==> src/design/cpu_macros.svh <==
`ifndef CPU_MACROS_SVH
`define CPU_MACROS_SVH

// data path and instruction width
`define CPU_XLEN 32

// number of architectural registers including r0 which reads as zero
`define CPU_NREGS 16

// bus addresses count 32-bit words
`define CPU_AW 30

`endif

==> src/design/cpu_pkg.sv <==
`default_nettype none
`include "cpu_macros.svh"

package cpu_pkg;

	localparam int REG_SEL_W = $clog2(`CPU_NREGS);

	// the instruction holds opcode, rd, ra, rb and imm16 from the top down
	localparam int OPC_LSB = 28;
	localparam int OPC_W = 4;
	localparam int RD_LSB = 24;
	localparam int RA_LSB = 20;
	localparam int RB_LSB = 16;
	localparam int IMM_LSB = 0;
	localparam int IMM_W = 16;

	typedef enum logic [OPC_W-1:0] {
		OP_NOP  = 4'h0,
		OP_ADD  = 4'h1,
		OP_SUB  = 4'h2,
		OP_AND  = 4'h3,
		OP_OR   = 4'h4,
		OP_XOR  = 4'h5,
		OP_ADDI = 4'h6,
		OP_LDW  = 4'h7,
		OP_STW  = 4'h8,
		OP_BEQ  = 4'h9,
		OP_BNE  = 4'ha,
		OP_HALT = 4'hf
	} opcode_e;

	typedef enum logic [2:0] {
		ALU_ADD,
		ALU_SUB,
		ALU_AND,
		ALU_OR,
		ALU_XOR,
		ALU_PASS_B
	} alu_op_e;

	// signed so that widening it sign-extends
	typedef logic signed [IMM_W-1:0] simm16_t;

endpackage

`default_nettype wire

==> src/design/cpu_stage_if.sv <==
`timescale 1ns/1ps
`default_nettype none
`include "cpu_macros.svh"

interface cpu_de_if import cpu_pkg::*; ();
	logic valid;
	alu_op_e alu_op;
	logic [REG_SEL_W-1:0] rd;
	logic update_rd;
	logic [`CPU_XLEN-1:0] imm32;
	logic use_imm;
	logic [`CPU_XLEN-1:0] pc_plus_4;
	logic mem_load;
	logic mem_store;
	logic is_branch;
	logic branch_ne;

	modport src (output valid, alu_op, rd, update_rd, imm32, use_imm, pc_plus_4,
		mem_load, mem_store, is_branch, branch_ne);
	modport dst (input valid, alu_op, rd, update_rd, imm32, use_imm, pc_plus_4,
		mem_load, mem_store, is_branch, branch_ne);
endinterface

interface cpu_em_if import cpu_pkg::*; ();
	logic valid;
	logic [`CPU_XLEN-1:0] alu_out;
	logic [`CPU_XLEN-1:0] store_val;
	logic [REG_SEL_W-1:0] rd;
	logic update_rd;
	logic mem_load;
	logic mem_store;

	modport src (output valid, alu_out, store_val, rd, update_rd, mem_load, mem_store);
	modport dst (input valid, alu_out, store_val, rd, update_rd, mem_load, mem_store);
endinterface

`default_nettype wire

==> src/design/cpu_decode.sv <==
`timescale 1ns/1ps
`default_nettype none
`include "cpu_macros.svh"

module cpu_decode import cpu_pkg::*; (
	input  logic                 clk,
	input  logic                 i_rst_n,
	input  logic [`CPU_XLEN-1:0] i_instr,
	input  logic                 i_fetched,
	input  logic [`CPU_XLEN-1:0] i_pc_plus_4,
	output logic [REG_SEL_W-1:0] o_ra_sel,
	output logic [REG_SEL_W-1:0] o_rb_sel,
	cpu_de_if.src                de
);

	opcode_e opcode;
	simm16_t imm16;
	logic signed [`CPU_XLEN-1:0] imm32;
	alu_op_e alu_op;
	logic update_rd;
	logic use_imm;
	logic mem_load;
	logic mem_store;
	logic is_branch;
	logic branch_ne;
	logic useful;

	assign opcode = opcode_e'(i_instr[OPC_LSB +: OPC_W]);
	assign o_ra_sel = i_instr[RA_LSB +: REG_SEL_W];
	assign o_rb_sel = i_instr[RB_LSB +: REG_SEL_W];
	assign imm16 = simm16_t'(i_instr[IMM_LSB +: IMM_W]);
	assign imm32 = imm16;

	always_comb begin
		alu_op = ALU_PASS_B;
		update_rd = 1'b0;
		use_imm = 1'b0;
		mem_load = 1'b0;
		mem_store = 1'b0;
		is_branch = 1'b0;
		branch_ne = 1'b0;
		useful = 1'b1;
		case (opcode)
		OP_ADD: begin
			alu_op = ALU_ADD;
			update_rd = 1'b1;
		end
		OP_SUB: begin
			alu_op = ALU_SUB;
			update_rd = 1'b1;
		end
		OP_AND: begin
			alu_op = ALU_AND;
			update_rd = 1'b1;
		end
		OP_OR: begin
			alu_op = ALU_OR;
			update_rd = 1'b1;
		end
		OP_XOR: begin
			alu_op = ALU_XOR;
			update_rd = 1'b1;
		end
		OP_ADDI: begin
			alu_op = ALU_ADD;
			update_rd = 1'b1;
			use_imm = 1'b1;
		end
		// loads and stores use the ALU for ra + imm
		OP_LDW: begin
			alu_op = ALU_ADD;
			update_rd = 1'b1;
			use_imm = 1'b1;
			mem_load = 1'b1;
		end
		OP_STW: begin
			alu_op = ALU_ADD;
			use_imm = 1'b1;
			mem_store = 1'b1;
		end
		OP_BEQ: is_branch = 1'b1;
		OP_BNE: begin
			is_branch = 1'b1;
			branch_ne = 1'b1;
		end
		// NOP and HALT have nothing left to do past fetch
		default: useful = 1'b0;
		endcase
	end

	always_ff @(posedge clk) begin
		if (!i_rst_n)
			de.valid <= 1'b0;
		else
			de.valid <= i_fetched && useful;
	end

	always_ff @(posedge clk) begin
		de.alu_op <= alu_op;
		de.rd <= i_instr[RD_LSB +: REG_SEL_W];
		de.update_rd <= update_rd;
		de.imm32 <= imm32;
		de.use_imm <= use_imm;
		de.pc_plus_4 <= i_pc_plus_4;
		de.mem_load <= mem_load;
		de.mem_store <= mem_store;
		de.is_branch <= is_branch;
		de.branch_ne <= branch_ne;
	end

endmodule

`default_nettype wire

==> src/design/cpu_exec.sv <==
`timescale 1ns/1ps
`default_nettype none
`include "cpu_macros.svh"

module cpu_exec import cpu_pkg::*; (
	input  logic                 clk,
	input  logic                 i_rst_n,
	input  logic [`CPU_XLEN-1:0] i_ra,
	input  logic [`CPU_XLEN-1:0] i_rb,
	cpu_de_if.dst                de,
	cpu_em_if.src                em,
	output logic                 o_branch_taken,
	output logic [`CPU_XLEN-1:0] o_branch_pc,
	output logic                 o_stall_clear
);

	logic [`CPU_XLEN-1:0] op_b;
	logic [`CPU_XLEN-1:0] alu_out;
	logic equal;

	assign op_b = de.use_imm ? de.imm32 : i_rb;

	always_comb begin
		case (de.alu_op)
		ALU_ADD: alu_out = i_ra + op_b;
		ALU_SUB: alu_out = i_ra - op_b;
		ALU_AND: alu_out = i_ra & op_b;
		ALU_OR: alu_out = i_ra | op_b;
		ALU_XOR: alu_out = i_ra ^ op_b;
		ALU_PASS_B: alu_out = op_b;
		default: alu_out = op_b;
		endcase
	end

	// branches resolve here and release the fetch that has waited since the opcode
	assign equal = (i_ra == i_rb);
	assign o_stall_clear = de.valid && de.is_branch;
	assign o_branch_taken = o_stall_clear && (de.branch_ne ? !equal : equal);
	assign o_branch_pc = de.pc_plus_4 + {de.imm32[`CPU_XLEN-3:0], 2'b00};

	always_ff @(posedge clk) begin
		if (!i_rst_n) begin
			em.valid <= 1'b0;
			em.update_rd <= 1'b0;
			em.mem_load <= 1'b0;
			em.mem_store <= 1'b0;
		end else begin
			em.valid <= de.valid;
			em.update_rd <= de.valid && de.update_rd;
			em.mem_load <= de.valid && de.mem_load;
			em.mem_store <= de.valid && de.mem_store;
		end
	end

	always_ff @(posedge clk) begin
		em.alu_out <= alu_out;
		em.store_val <= i_rb;
		em.rd <= de.rd;
	end

endmodule

`default_nettype wire

==> src/design/cpu_fetch.sv <==
`timescale 1ns/1ps
`default_nettype none
`include "cpu_macros.svh"

module cpu_fetch import cpu_pkg::*; (
	input  logic                 clk,
	input  logic                 i_rst_n,
	input  logic                 i_run,
	output logic                 o_i_access,
	output logic [`CPU_AW-1:0]   o_i_addr,
	input  logic [`CPU_XLEN-1:0] i_i_data,
	input  logic                 i_i_ack,
	input  logic                 i_stall_clear,
	input  logic                 i_branch_taken,
	input  logic [`CPU_XLEN-1:0] i_branch_pc,
	input  logic                 i_complete,
	input  logic                 i_pipe_busy,
	output logic [`CPU_XLEN-1:0] o_instr,
	output logic [`CPU_XLEN-1:0] o_pc_plus_4,
	output logic                 o_fetched,
	output logic                 o_stopped,
	output logic [`CPU_XLEN-1:0] o_dbg_pc,
	input  logic                 i_dbg_pc_wr_en,
	input  logic [`CPU_XLEN-1:0] i_dbg_pc_wr_val
);

	typedef enum logic [1:0] {F_IDLE, F_REQUEST, F_STALLED} fetch_state_e;

	fetch_state_e state;
	logic [`CPU_XLEN-1:0] pc;
	logic halted;
	logic issuing;
	opcode_e fetched_op;

	assign issuing = i_run && !halted;
	assign fetched_op = opcode_e'(i_i_data[OPC_LSB +: OPC_W]);

	assign o_i_access = (state == F_REQUEST);
	assign o_i_addr = pc[`CPU_XLEN-1:2];
	assign o_instr = i_i_data;
	assign o_fetched = o_i_access && i_i_ack;
	assign o_pc_plus_4 = pc + `CPU_XLEN'd4;
	assign o_stopped = (state == F_IDLE) && !issuing && !i_pipe_busy;
	assign o_dbg_pc = pc;

	always_ff @(posedge clk) begin
		if (!i_rst_n) begin
			state <= F_IDLE;
			pc <= '0;
			halted <= 1'b0;
		end else begin
			case (state)
			F_IDLE: begin
				if (o_stopped && i_dbg_pc_wr_en) begin
					pc <= i_dbg_pc_wr_val;
					halted <= 1'b0;
				end else if (issuing) begin
					state <= F_REQUEST;
				end
			end
			F_REQUEST: begin
				if (i_i_ack) begin
					pc <= o_pc_plus_4;
					// anything that changes flow or touches memory waits to resolve
					case (fetched_op)
					OP_BEQ, OP_BNE, OP_LDW, OP_STW: state <= F_STALLED;
					OP_HALT: begin
						halted <= 1'b1;
						state <= F_IDLE;
					end
					default: state <= F_IDLE;
					endcase
				end
			end
			F_STALLED: begin
				if (i_stall_clear || i_complete) begin
					state <= issuing ? F_REQUEST : F_IDLE;
					if (i_branch_taken)
						pc <= i_branch_pc;
				end
			end
			default: state <= F_IDLE;
			endcase
		end
	end

endmodule

`default_nettype wire

==> src/design/cpu_memory.sv <==
`timescale 1ns/1ps
`default_nettype none
`include "cpu_macros.svh"

module cpu_memory import cpu_pkg::*; (
	input  logic                 clk,
	input  logic                 i_rst_n,
	cpu_em_if.dst                em,
	output logic                 o_d_access,
	output logic [`CPU_AW-1:0]   o_d_addr,
	output logic                 o_d_wr_en,
	output logic [`CPU_XLEN-1:0] o_d_wr_val,
	input  logic [`CPU_XLEN-1:0] i_d_data,
	input  logic                 i_d_ack,
	output logic                 o_wb_en,
	output logic [REG_SEL_W-1:0] o_wb_rd,
	output logic [`CPU_XLEN-1:0] o_wb_val,
	output logic                 o_complete,
	output logic                 o_busy
);

	logic mem_op;
	logic load_wb;

	assign mem_op = em.valid && (em.mem_load || em.mem_store);
	assign o_busy = o_d_access;

	always_ff @(posedge clk) begin
		if (!i_rst_n) begin
			o_d_access <= 1'b0;
			o_d_wr_en <= 1'b0;
			o_wb_en <= 1'b0;
			o_complete <= 1'b0;
		end else begin
			o_wb_en <= 1'b0;
			o_complete <= 1'b0;
			if (o_d_access) begin
				if (i_d_ack) begin
					o_d_access <= 1'b0;
					o_d_wr_en <= 1'b0;
					o_wb_en <= load_wb;
					o_complete <= 1'b1;
				end
			end else if (mem_op) begin
				o_d_access <= 1'b1;
				o_d_wr_en <= em.mem_store;
			end else if (em.valid) begin
				o_wb_en <= em.update_rd;
			end
		end
	end

	// the execute bundle moves on, so the access keeps its own copy
	always_ff @(posedge clk) begin
		if (!o_d_access) begin
			o_wb_rd <= em.rd;
			o_wb_val <= em.alu_out;
			if (mem_op) begin
				o_d_addr <= em.alu_out[`CPU_XLEN-1:2];
				o_d_wr_val <= em.store_val;
				load_wb <= em.mem_load && em.update_rd;
			end
		end else if (i_d_ack) begin
			o_wb_val <= i_d_data;
		end
	end

endmodule

`default_nettype wire

==> src/design/cpu_pipeline.sv <==
`timescale 1ns/1ps
`default_nettype none
`include "cpu_macros.svh"

module cpu_pipeline import cpu_pkg::*; (
	input  logic                 clk,
	input  logic                 i_rst_n,
	input  logic                 i_run,
	output logic                 o_stopped,
	output logic                 o_i_access,
	output logic [`CPU_AW-1:0]   o_i_addr,
	input  logic [`CPU_XLEN-1:0] i_i_data,
	input  logic                 i_i_ack,
	output logic                 o_d_access,
	output logic [`CPU_AW-1:0]   o_d_addr,
	output logic                 o_d_wr_en,
	output logic [`CPU_XLEN-1:0] o_d_wr_val,
	input  logic [`CPU_XLEN-1:0] i_d_data,
	input  logic                 i_d_ack,
	input  logic [REG_SEL_W-1:0] i_dbg_reg_sel,
	input  logic                 i_dbg_reg_wr_en,
	input  logic [`CPU_XLEN-1:0] i_dbg_reg_wr_val,
	output logic [`CPU_XLEN-1:0] o_dbg_reg_val,
	output logic [`CPU_XLEN-1:0] o_dbg_pc,
	input  logic                 i_dbg_pc_wr_en,
	input  logic [`CPU_XLEN-1:0] i_dbg_pc_wr_val
);

	logic [`CPU_XLEN-1:0] fd_instr;
	logic [`CPU_XLEN-1:0] fd_pc_plus_4;
	logic fd_fetched;
	logic ef_branch_taken;
	logic [`CPU_XLEN-1:0] ef_branch_pc;
	logic ef_stall_clear;
	logic mf_complete;
	logic m_busy;
	logic wb_en;
	logic [REG_SEL_W-1:0] wb_rd;
	logic [`CPU_XLEN-1:0] wb_val;
	logic [REG_SEL_W-1:0] d_ra_sel;
	logic [REG_SEL_W-1:0] d_rb_sel;
	logic [REG_SEL_W-1:0] e_ra_sel;
	logic [REG_SEL_W-1:0] e_rb_sel;
	logic [`CPU_XLEN-1:0] rf_ra;
	logic [`CPU_XLEN-1:0] rf_rb;
	logic [`CPU_XLEN-1:0] ex_ra;
	logic [`CPU_XLEN-1:0] ex_rb;
	logic pipe_busy;

	cpu_de_if de_bus ();
	cpu_em_if em_bus ();

	assign pipe_busy = fd_fetched || de_bus.valid || em_bus.valid || m_busy || wb_en;

	cpu_fetch u_fetch (
		.clk(clk),
		.i_rst_n(i_rst_n),
		.i_run(i_run),
		.o_i_access(o_i_access),
		.o_i_addr(o_i_addr),
		.i_i_data(i_i_data),
		.i_i_ack(i_i_ack),
		.i_stall_clear(ef_stall_clear),
		.i_branch_taken(ef_branch_taken),
		.i_branch_pc(ef_branch_pc),
		.i_complete(mf_complete),
		.i_pipe_busy(pipe_busy),
		.o_instr(fd_instr),
		.o_pc_plus_4(fd_pc_plus_4),
		.o_fetched(fd_fetched),
		.o_stopped(o_stopped),
		.o_dbg_pc(o_dbg_pc),
		.i_dbg_pc_wr_en(i_dbg_pc_wr_en),
		.i_dbg_pc_wr_val(i_dbg_pc_wr_val)
	);

	cpu_decode u_decode (
		.clk(clk),
		.i_rst_n(i_rst_n),
		.i_instr(fd_instr),
		.i_fetched(fd_fetched),
		.i_pc_plus_4(fd_pc_plus_4),
		.o_ra_sel(d_ra_sel),
		.o_rb_sel(d_rb_sel),
		.de(de_bus)
	);

	cpu_exec u_exec (
		.clk(clk),
		.i_rst_n(i_rst_n),
		.i_ra(ex_ra),
		.i_rb(ex_rb),
		.de(de_bus),
		.em(em_bus),
		.o_branch_taken(ef_branch_taken),
		.o_branch_pc(ef_branch_pc),
		.o_stall_clear(ef_stall_clear)
	);

	cpu_memory u_memory (
		.clk(clk),
		.i_rst_n(i_rst_n),
		.em(em_bus),
		.o_d_access(o_d_access),
		.o_d_addr(o_d_addr),
		.o_d_wr_en(o_d_wr_en),
		.o_d_wr_val(o_d_wr_val),
		.i_d_data(i_d_data),
		.i_d_ack(i_d_ack),
		.o_wb_en(wb_en),
		.o_wb_rd(wb_rd),
		.o_wb_val(wb_val),
		.o_complete(mf_complete),
		.o_busy(m_busy)
	);

	cpu_regfile u_regfile (
		.clk(clk),
		.i_rst_n(i_rst_n),
		.i_ra_sel(e_ra_sel),
		.i_rb_sel(e_rb_sel),
		.o_ra(rf_ra),
		.o_rb(rf_rb),
		.i_wr_en(wb_en),
		.i_rd_sel(wb_rd),
		.i_wr_val(wb_val),
		.i_dbg_en(o_stopped),
		.i_dbg_sel(i_dbg_reg_sel),
		.i_dbg_wr_en(i_dbg_reg_wr_en),
		.i_dbg_wr_val(i_dbg_reg_wr_val),
		.o_dbg_val(o_dbg_reg_val)
	);

	// operand selects follow their instruction into execute
	always_ff @(posedge clk) begin
		e_ra_sel <= d_ra_sel;
		e_rb_sel <= d_rb_sel;
	end

	// newest producer wins; a load's ALU output is only its address
	function automatic logic [`CPU_XLEN-1:0] forward(input logic [REG_SEL_W-1:0] sel,
			input logic [`CPU_XLEN-1:0] rf_val);
		if (sel == '0)
			return '0;
		if (em_bus.update_rd && !em_bus.mem_load && em_bus.rd == sel)
			return em_bus.alu_out;
		if (wb_en && wb_rd == sel)
			return wb_val;
		return rf_val;
	endfunction

	always_comb begin
		ex_ra = forward(e_ra_sel, rf_ra);
		ex_rb = forward(e_rb_sel, rf_rb);
	end

endmodule

`default_nettype wire

==> src/design/cpu_regfile.sv <==
`timescale 1ns/1ps
`default_nettype none
`include "cpu_macros.svh"

module cpu_regfile import cpu_pkg::*; (
	input  logic                 clk,
	input  logic                 i_rst_n,
	input  logic [REG_SEL_W-1:0] i_ra_sel,
	input  logic [REG_SEL_W-1:0] i_rb_sel,
	output logic [`CPU_XLEN-1:0] o_ra,
	output logic [`CPU_XLEN-1:0] o_rb,
	input  logic                 i_wr_en,
	input  logic [REG_SEL_W-1:0] i_rd_sel,
	input  logic [`CPU_XLEN-1:0] i_wr_val,
	input  logic                 i_dbg_en,
	input  logic [REG_SEL_W-1:0] i_dbg_sel,
	input  logic                 i_dbg_wr_en,
	input  logic [`CPU_XLEN-1:0] i_dbg_wr_val,
	output logic [`CPU_XLEN-1:0] o_dbg_val
);

	logic [`CPU_XLEN-1:0] regs [`CPU_NREGS];

	assign o_ra = (i_ra_sel == '0) ? '0 : regs[i_ra_sel];
	assign o_rb = (i_rb_sel == '0) ? '0 : regs[i_rb_sel];
	assign o_dbg_val = (i_dbg_sel == '0) ? '0 : regs[i_dbg_sel];

	always_ff @(posedge clk) begin
		if (!i_rst_n) begin
			for (int i = 0; i < `CPU_NREGS; i++)
				regs[i] <= '0;
		end else if (i_wr_en && i_rd_sel != '0) begin
			regs[i_rd_sel] <= i_wr_val;
		end else if (i_dbg_en && i_dbg_wr_en && i_dbg_sel != '0) begin
			regs[i_dbg_sel] <= i_dbg_wr_val;
		end
	end

endmodule

`default_nettype wire

==> config.mk <==
export PLATFORM = sky130hd
export DESIGN_NAME = cpu_pipeline
export DESIGN_NICKNAME = d
export VERILOG_FILES = /design/src/design/cpu_pkg.sv /design/src/design/cpu_stage_if.sv /design/src/design/cpu_decode.sv /design/src/design/cpu_exec.sv /design/src/design/cpu_fetch.sv /design/src/design/cpu_memory.sv /design/src/design/cpu_pipeline.sv /design/src/design/cpu_regfile.sv
export VERILOG_INCLUDE_DIRS = /design/src /design/src/design
export SDC_FILE = /design/constraint.sdc
export NUM_CORES = 2
export LEC_CHECK = 0
export ABC_AREA = 0
export BUFFER_PORTS_ARGS = -buffer_cell sky130_fd_sc_hd__buf_4
export CELL_PAD_IN_SITES_DETAIL_PLACEMENT = 0
export CELL_PAD_IN_SITES_GLOBAL_PLACEMENT = 1
export CORE_MARGIN = 2
export CORE_UTILIZATION = 27
export CTS_CLUSTER_DIAMETER = 80
export DETAILED_ROUTE_END_ITERATION = 8
export GPL_TIMING_DRIVEN = 0
export HOLD_SLACK_MARGIN = 0.06
export PLACE_DENSITY = 0.56
export SETUP_SLACK_MARGIN = 0.02
export SLEW_MARGIN = 20
export SYNTH_ARGS = -nofsm -noshare
export SYNTH_HDL_FRONTEND = slang
export SYNTH_SLANG_ARGS = --single-unit
==> constraint.sdc <==
create_clock -name clk -period 5.7 [get_ports clk]
set_input_delay 1.14 -clock clk [delete_from_list [all_inputs] [get_ports clk]]
set_output_delay 1.14 -clock clk [all_outputs]
set_load 0.02 [all_outputs]
==> metrics <==
outcome finished with violations; failing checks setup timing; Seq pwr share 0.382; final worst slack -0.07014 ns; Final Cycle Share 1.012; shortest period the worst path allows 5.770 ns; most common cell after layout, fill and taps aside nor2_1; Post-Syn Instances 3794; Routed Antenna Nets 0; unrepaired setup endpoints after global routing true; CP Launch Type flop; clk_lat worst skew 0.75 ns; max cap viols 0; arrival time worst endpoint 6.41 ns; H-tree depth 3; core area 173800 µm²; placed cell area 53290 µm²; IR drop worst, VDD 0.2216 mV; sequential cell area 21970 µm²; Hold Path Origin u_decode.de.rd[1]; Final Hold Viols 0; crit-path max FO 10; Post-synth EDFFs 611; Synth Flop Type edfxtp_1; area of the multi-input gates 24780 µm²; max-slew violations 0; Design Area, Final 59040 µm²; CTS Root Cell clkbuf_16; WL/cell 34.77 µm; initial antenna violation count 8; largest net degree at the start of global routing 39; FMAX 173.3 MHz; DR vias/cell 5.639; critical path class reg2reg; clock network power share 0.347; Seq/Total Area, Yosys 0.4653; Hold Crit Class reg2reg; GRT Total Usage 0.2566; fill count 17434; Async SR Flop Fraction 0; die width 422.2 µm; register bit total from synthesis 792; vias in the first global route 37540; Net Sw Frac 0.3448; Top delay family on crit path buffers and inverters; global-route wire length before repair 316200 µm; PortBufs 293; clk_skew 0.03982 ns; vias post-DR 38022; Initial Util 0.2717; CTS max path bufs 3; DIE HEIGHT 422.2 µm; Initial DRC Count 4639; required time of the critical path 6.34 ns; CP max stage delay 0.75 ns; final setup fails 1; first-pass iteration count of the detailed router 6; CTS tree yes; Final Wtd Congestion 0.9265; Synthesis Warnings 0; full die area 178300 µm²; most frequent cells in the layout nor2_1 (634), edfxtp_1 (611), mux4_2 (438); slowest cell on the critical path clkbuf_2; CP Cell Sequence clkbuf_1 -> clkbuf_2 -> clkbuf_2 -> mux4_2 -> a221oi_2 -> inv_1 -> ha_1 -> and3_1 -> and2_4 -> o211ai_1 -> a211o_1 -> a21oi_4 -> a21oi_2 -> o21ai_2 -> and3_1 -> or3b_4 -> mux2i_1 -> a221oi_1; WL final 234400 µm; clk slew on worst S/H paths 0.06 ns; relative slew slack 0.1194; leak pwr 22.18 nW; Reg-to-Reg Start e_ra_sel[3]; Distinct cells, synth 82; PD cells 328.9 nW/µm²; # DRC 0; P_sw 6.696 mW; Int Pwr 12.72 mW; grt ovf 0; FP Rows 153; area added between synthesis and finish 25.03%; worst setup path startpoint e_ra_sel[3]; Hold Slack 0.3208 ns; Comb power frac 0.272; final net count 4601; DP Wirelength 169300 µm; Ports 299; Sink Count 792; fraction of layout cells with a size suffix above 1 0.3230; Synth Area per Inst 12.45 µm²; Synth Cell Area 47220 µm²; Worst setup EP type flop; Num CTS Buffers 98; Bufs and invs on worst path 4; worst-margin pin slew 1.284 ns
[per-stage QoR]
step	TNS (ns)	utilization	std cells	power, mW	setup WS, ns
3_5_place_dp	-92.62	0.3066	6471	12.23	-2.498
5_1_grt	-0.5874	0.3396	6740	19.99	-0.2497
6_report	-0.07014	0.3397	6743	19.42	-0.07014
4_1_cts	-0.04290	0.3349	6708	19.18	-0.04290
2_1_floorplan	0	-	3825	10.06	0.08976
3_3_place_gp	-1543.90	0.3019	6443	12.18	-3.176
[layout make-up]
| type | count | share of cell area |
|---|---|---|
| multi-input combinational | 2590 | 0.4197 |
| sequential | 792 | 0.3722 |
| timing repair buffer | 405 | 0.05897 |
| tap | 2325 | 0.04927 |
| clock buffer | 124 | 0.04509 |
| buffer | 335 | 0.03547 |
| clock inverter | 61 | 0.01225 |
| inverter | 108 | 0.006951 |
| antenna | 3 | 0.0001271 |
[cell usage after synthesis (17+ instances only)]
| cell type | count | share of area |
|---|---|---|
| nor2_1 | 641 | 0.051 |
| edfxtp_1 | 611 | 0.39 |
| mux4_2 | 438 | 0.21 |
| clkbuf_1 | 219 | 0.017 |
| dfxtp_1 | 181 | 0.077 |
| nand2_1 | 171 | 0.014 |
| ha_1 | 130 | 0.034 |
| inv_1 | 105 | 0.0083 |
| a21oi_1 | 104 | 0.011 |
| xnor2_1 | 100 | 0.019 |
| mux2i_1 | 92 | 0.020 |
| o21ai_0 | 73 | 0.0077 |
| a22oi_1 | 64 | 0.010 |
| nand3_1 | 62 | 0.0066 |
| nor2b_1 | 61 | 0.0081 |
| o21a_1 | 53 | 0.0084 |
| a221oi_1 | 52 | 0.0096 |
| buf_4 | 52 | 0.0083 |
| xor2_1 | 52 | 0.0096 |
| mux2_2 | 43 | 0.010 |
| and2_1 | 36 | 0.0048 |
| buf_1 | 34 | 0.0027 |
| a21o_1 | 32 | 0.0051 |
| a211oi_1 | 31 | 0.0049 |
| o22ai_1 | 31 | 0.0041 |
| buf_2 | 23 | 0.0024 |
| and3_1 | 22 | 0.0029 |
| nand2b_1 | 21 | 0.0028 |
| nand4_1 | 21 | 0.0028 |
| o211ai_1 | 21 | 0.0033 |
| nor3_1 | 20 | 0.0021 |
| o41ai_1 | 17 | 0.0032 |
[registers in the layout, indices dropped and copies added, names as in the netlist, 4 cells and up]
signal,count
u_memory.o_wb_val,32
u_memory.o_d_wr_val,32
u_exec.em.alu_out,32
e_ra_sel,4
u_memory.o_d_addr,30
u_decode.de.pc_plus_4,32
e_rb_sel,4
u_decode.de.imm32,16
u_exec.em.store_val,32
u_exec.em.rd,4
u_decode.de.rd,4
u_memory.o_wb_rd,4
u_regfile.regs,512
u_fetch.o_dbg_pc,32
[cell families (layout without fill, tap and decap cells)]
family                   Yosys count  in the layout  share of synthesized area
AO/OA/AOI/OAI                    593            593                    0.08844
buffers and inverters            443           1033                    0.04107
flip-flops                       792            792                     0.4653
other                              1             35                 0.00007941
AND/OR/NAND/NOR                 1107           1107                     0.1028
XOR/XNOR                         152            152                    0.02819
adder cells (fa/ha/maj)          132            132                    0.03529
multiplexers                     574            574                     0.2389
[worst paths after layout]
| path | cells after the start | end | slack (ns) |
|---|---|---|---|
| worst max-delay path | 18 | u_exec.em.alu_out[31] | -0.07 |
| worst min-delay path | 0 | u_exec.em.rd[1] | 0.32 |
| worst max register to register | 18 | u_exec.em.alu_out[31] | -0.07 |
| worst min register to register | 0 | u_exec.em.rd[1] | 0.32 |
[power by group through the flow]
stage          Clock [mW]  Sequential [mW]  Combinational [mW]
2_1_floorplan           0             7.12                2.94
3_3_place_gp            0             7.49                4.69
3_5_place_dp            0             7.48                4.75
4_1_cts              6.79             7.38                5.01
5_1_grt              7.01             7.42                5.56
6_report             6.73             7.41                5.27
[per-layer routing]
layer,track usage,routed length (µm),up-vias
li1,-,-,15577
met1,0.3064,84970,19352
met2,0.4091,108400,2433
met3,0.06238,22700,656
met4,0.1742,18370,4
met5,0,26,-
[timing repair]
action / in CTS / in global routing
resized for setup: 270 / 131
pin swaps: 48 / 35
endpoints found under the setup margin: 70 / 62
buffers inserted: 52 / 33
hold buffers: 0 / 0
gates cloned: 1 / 0
Power figures use the tool's default switching activity.
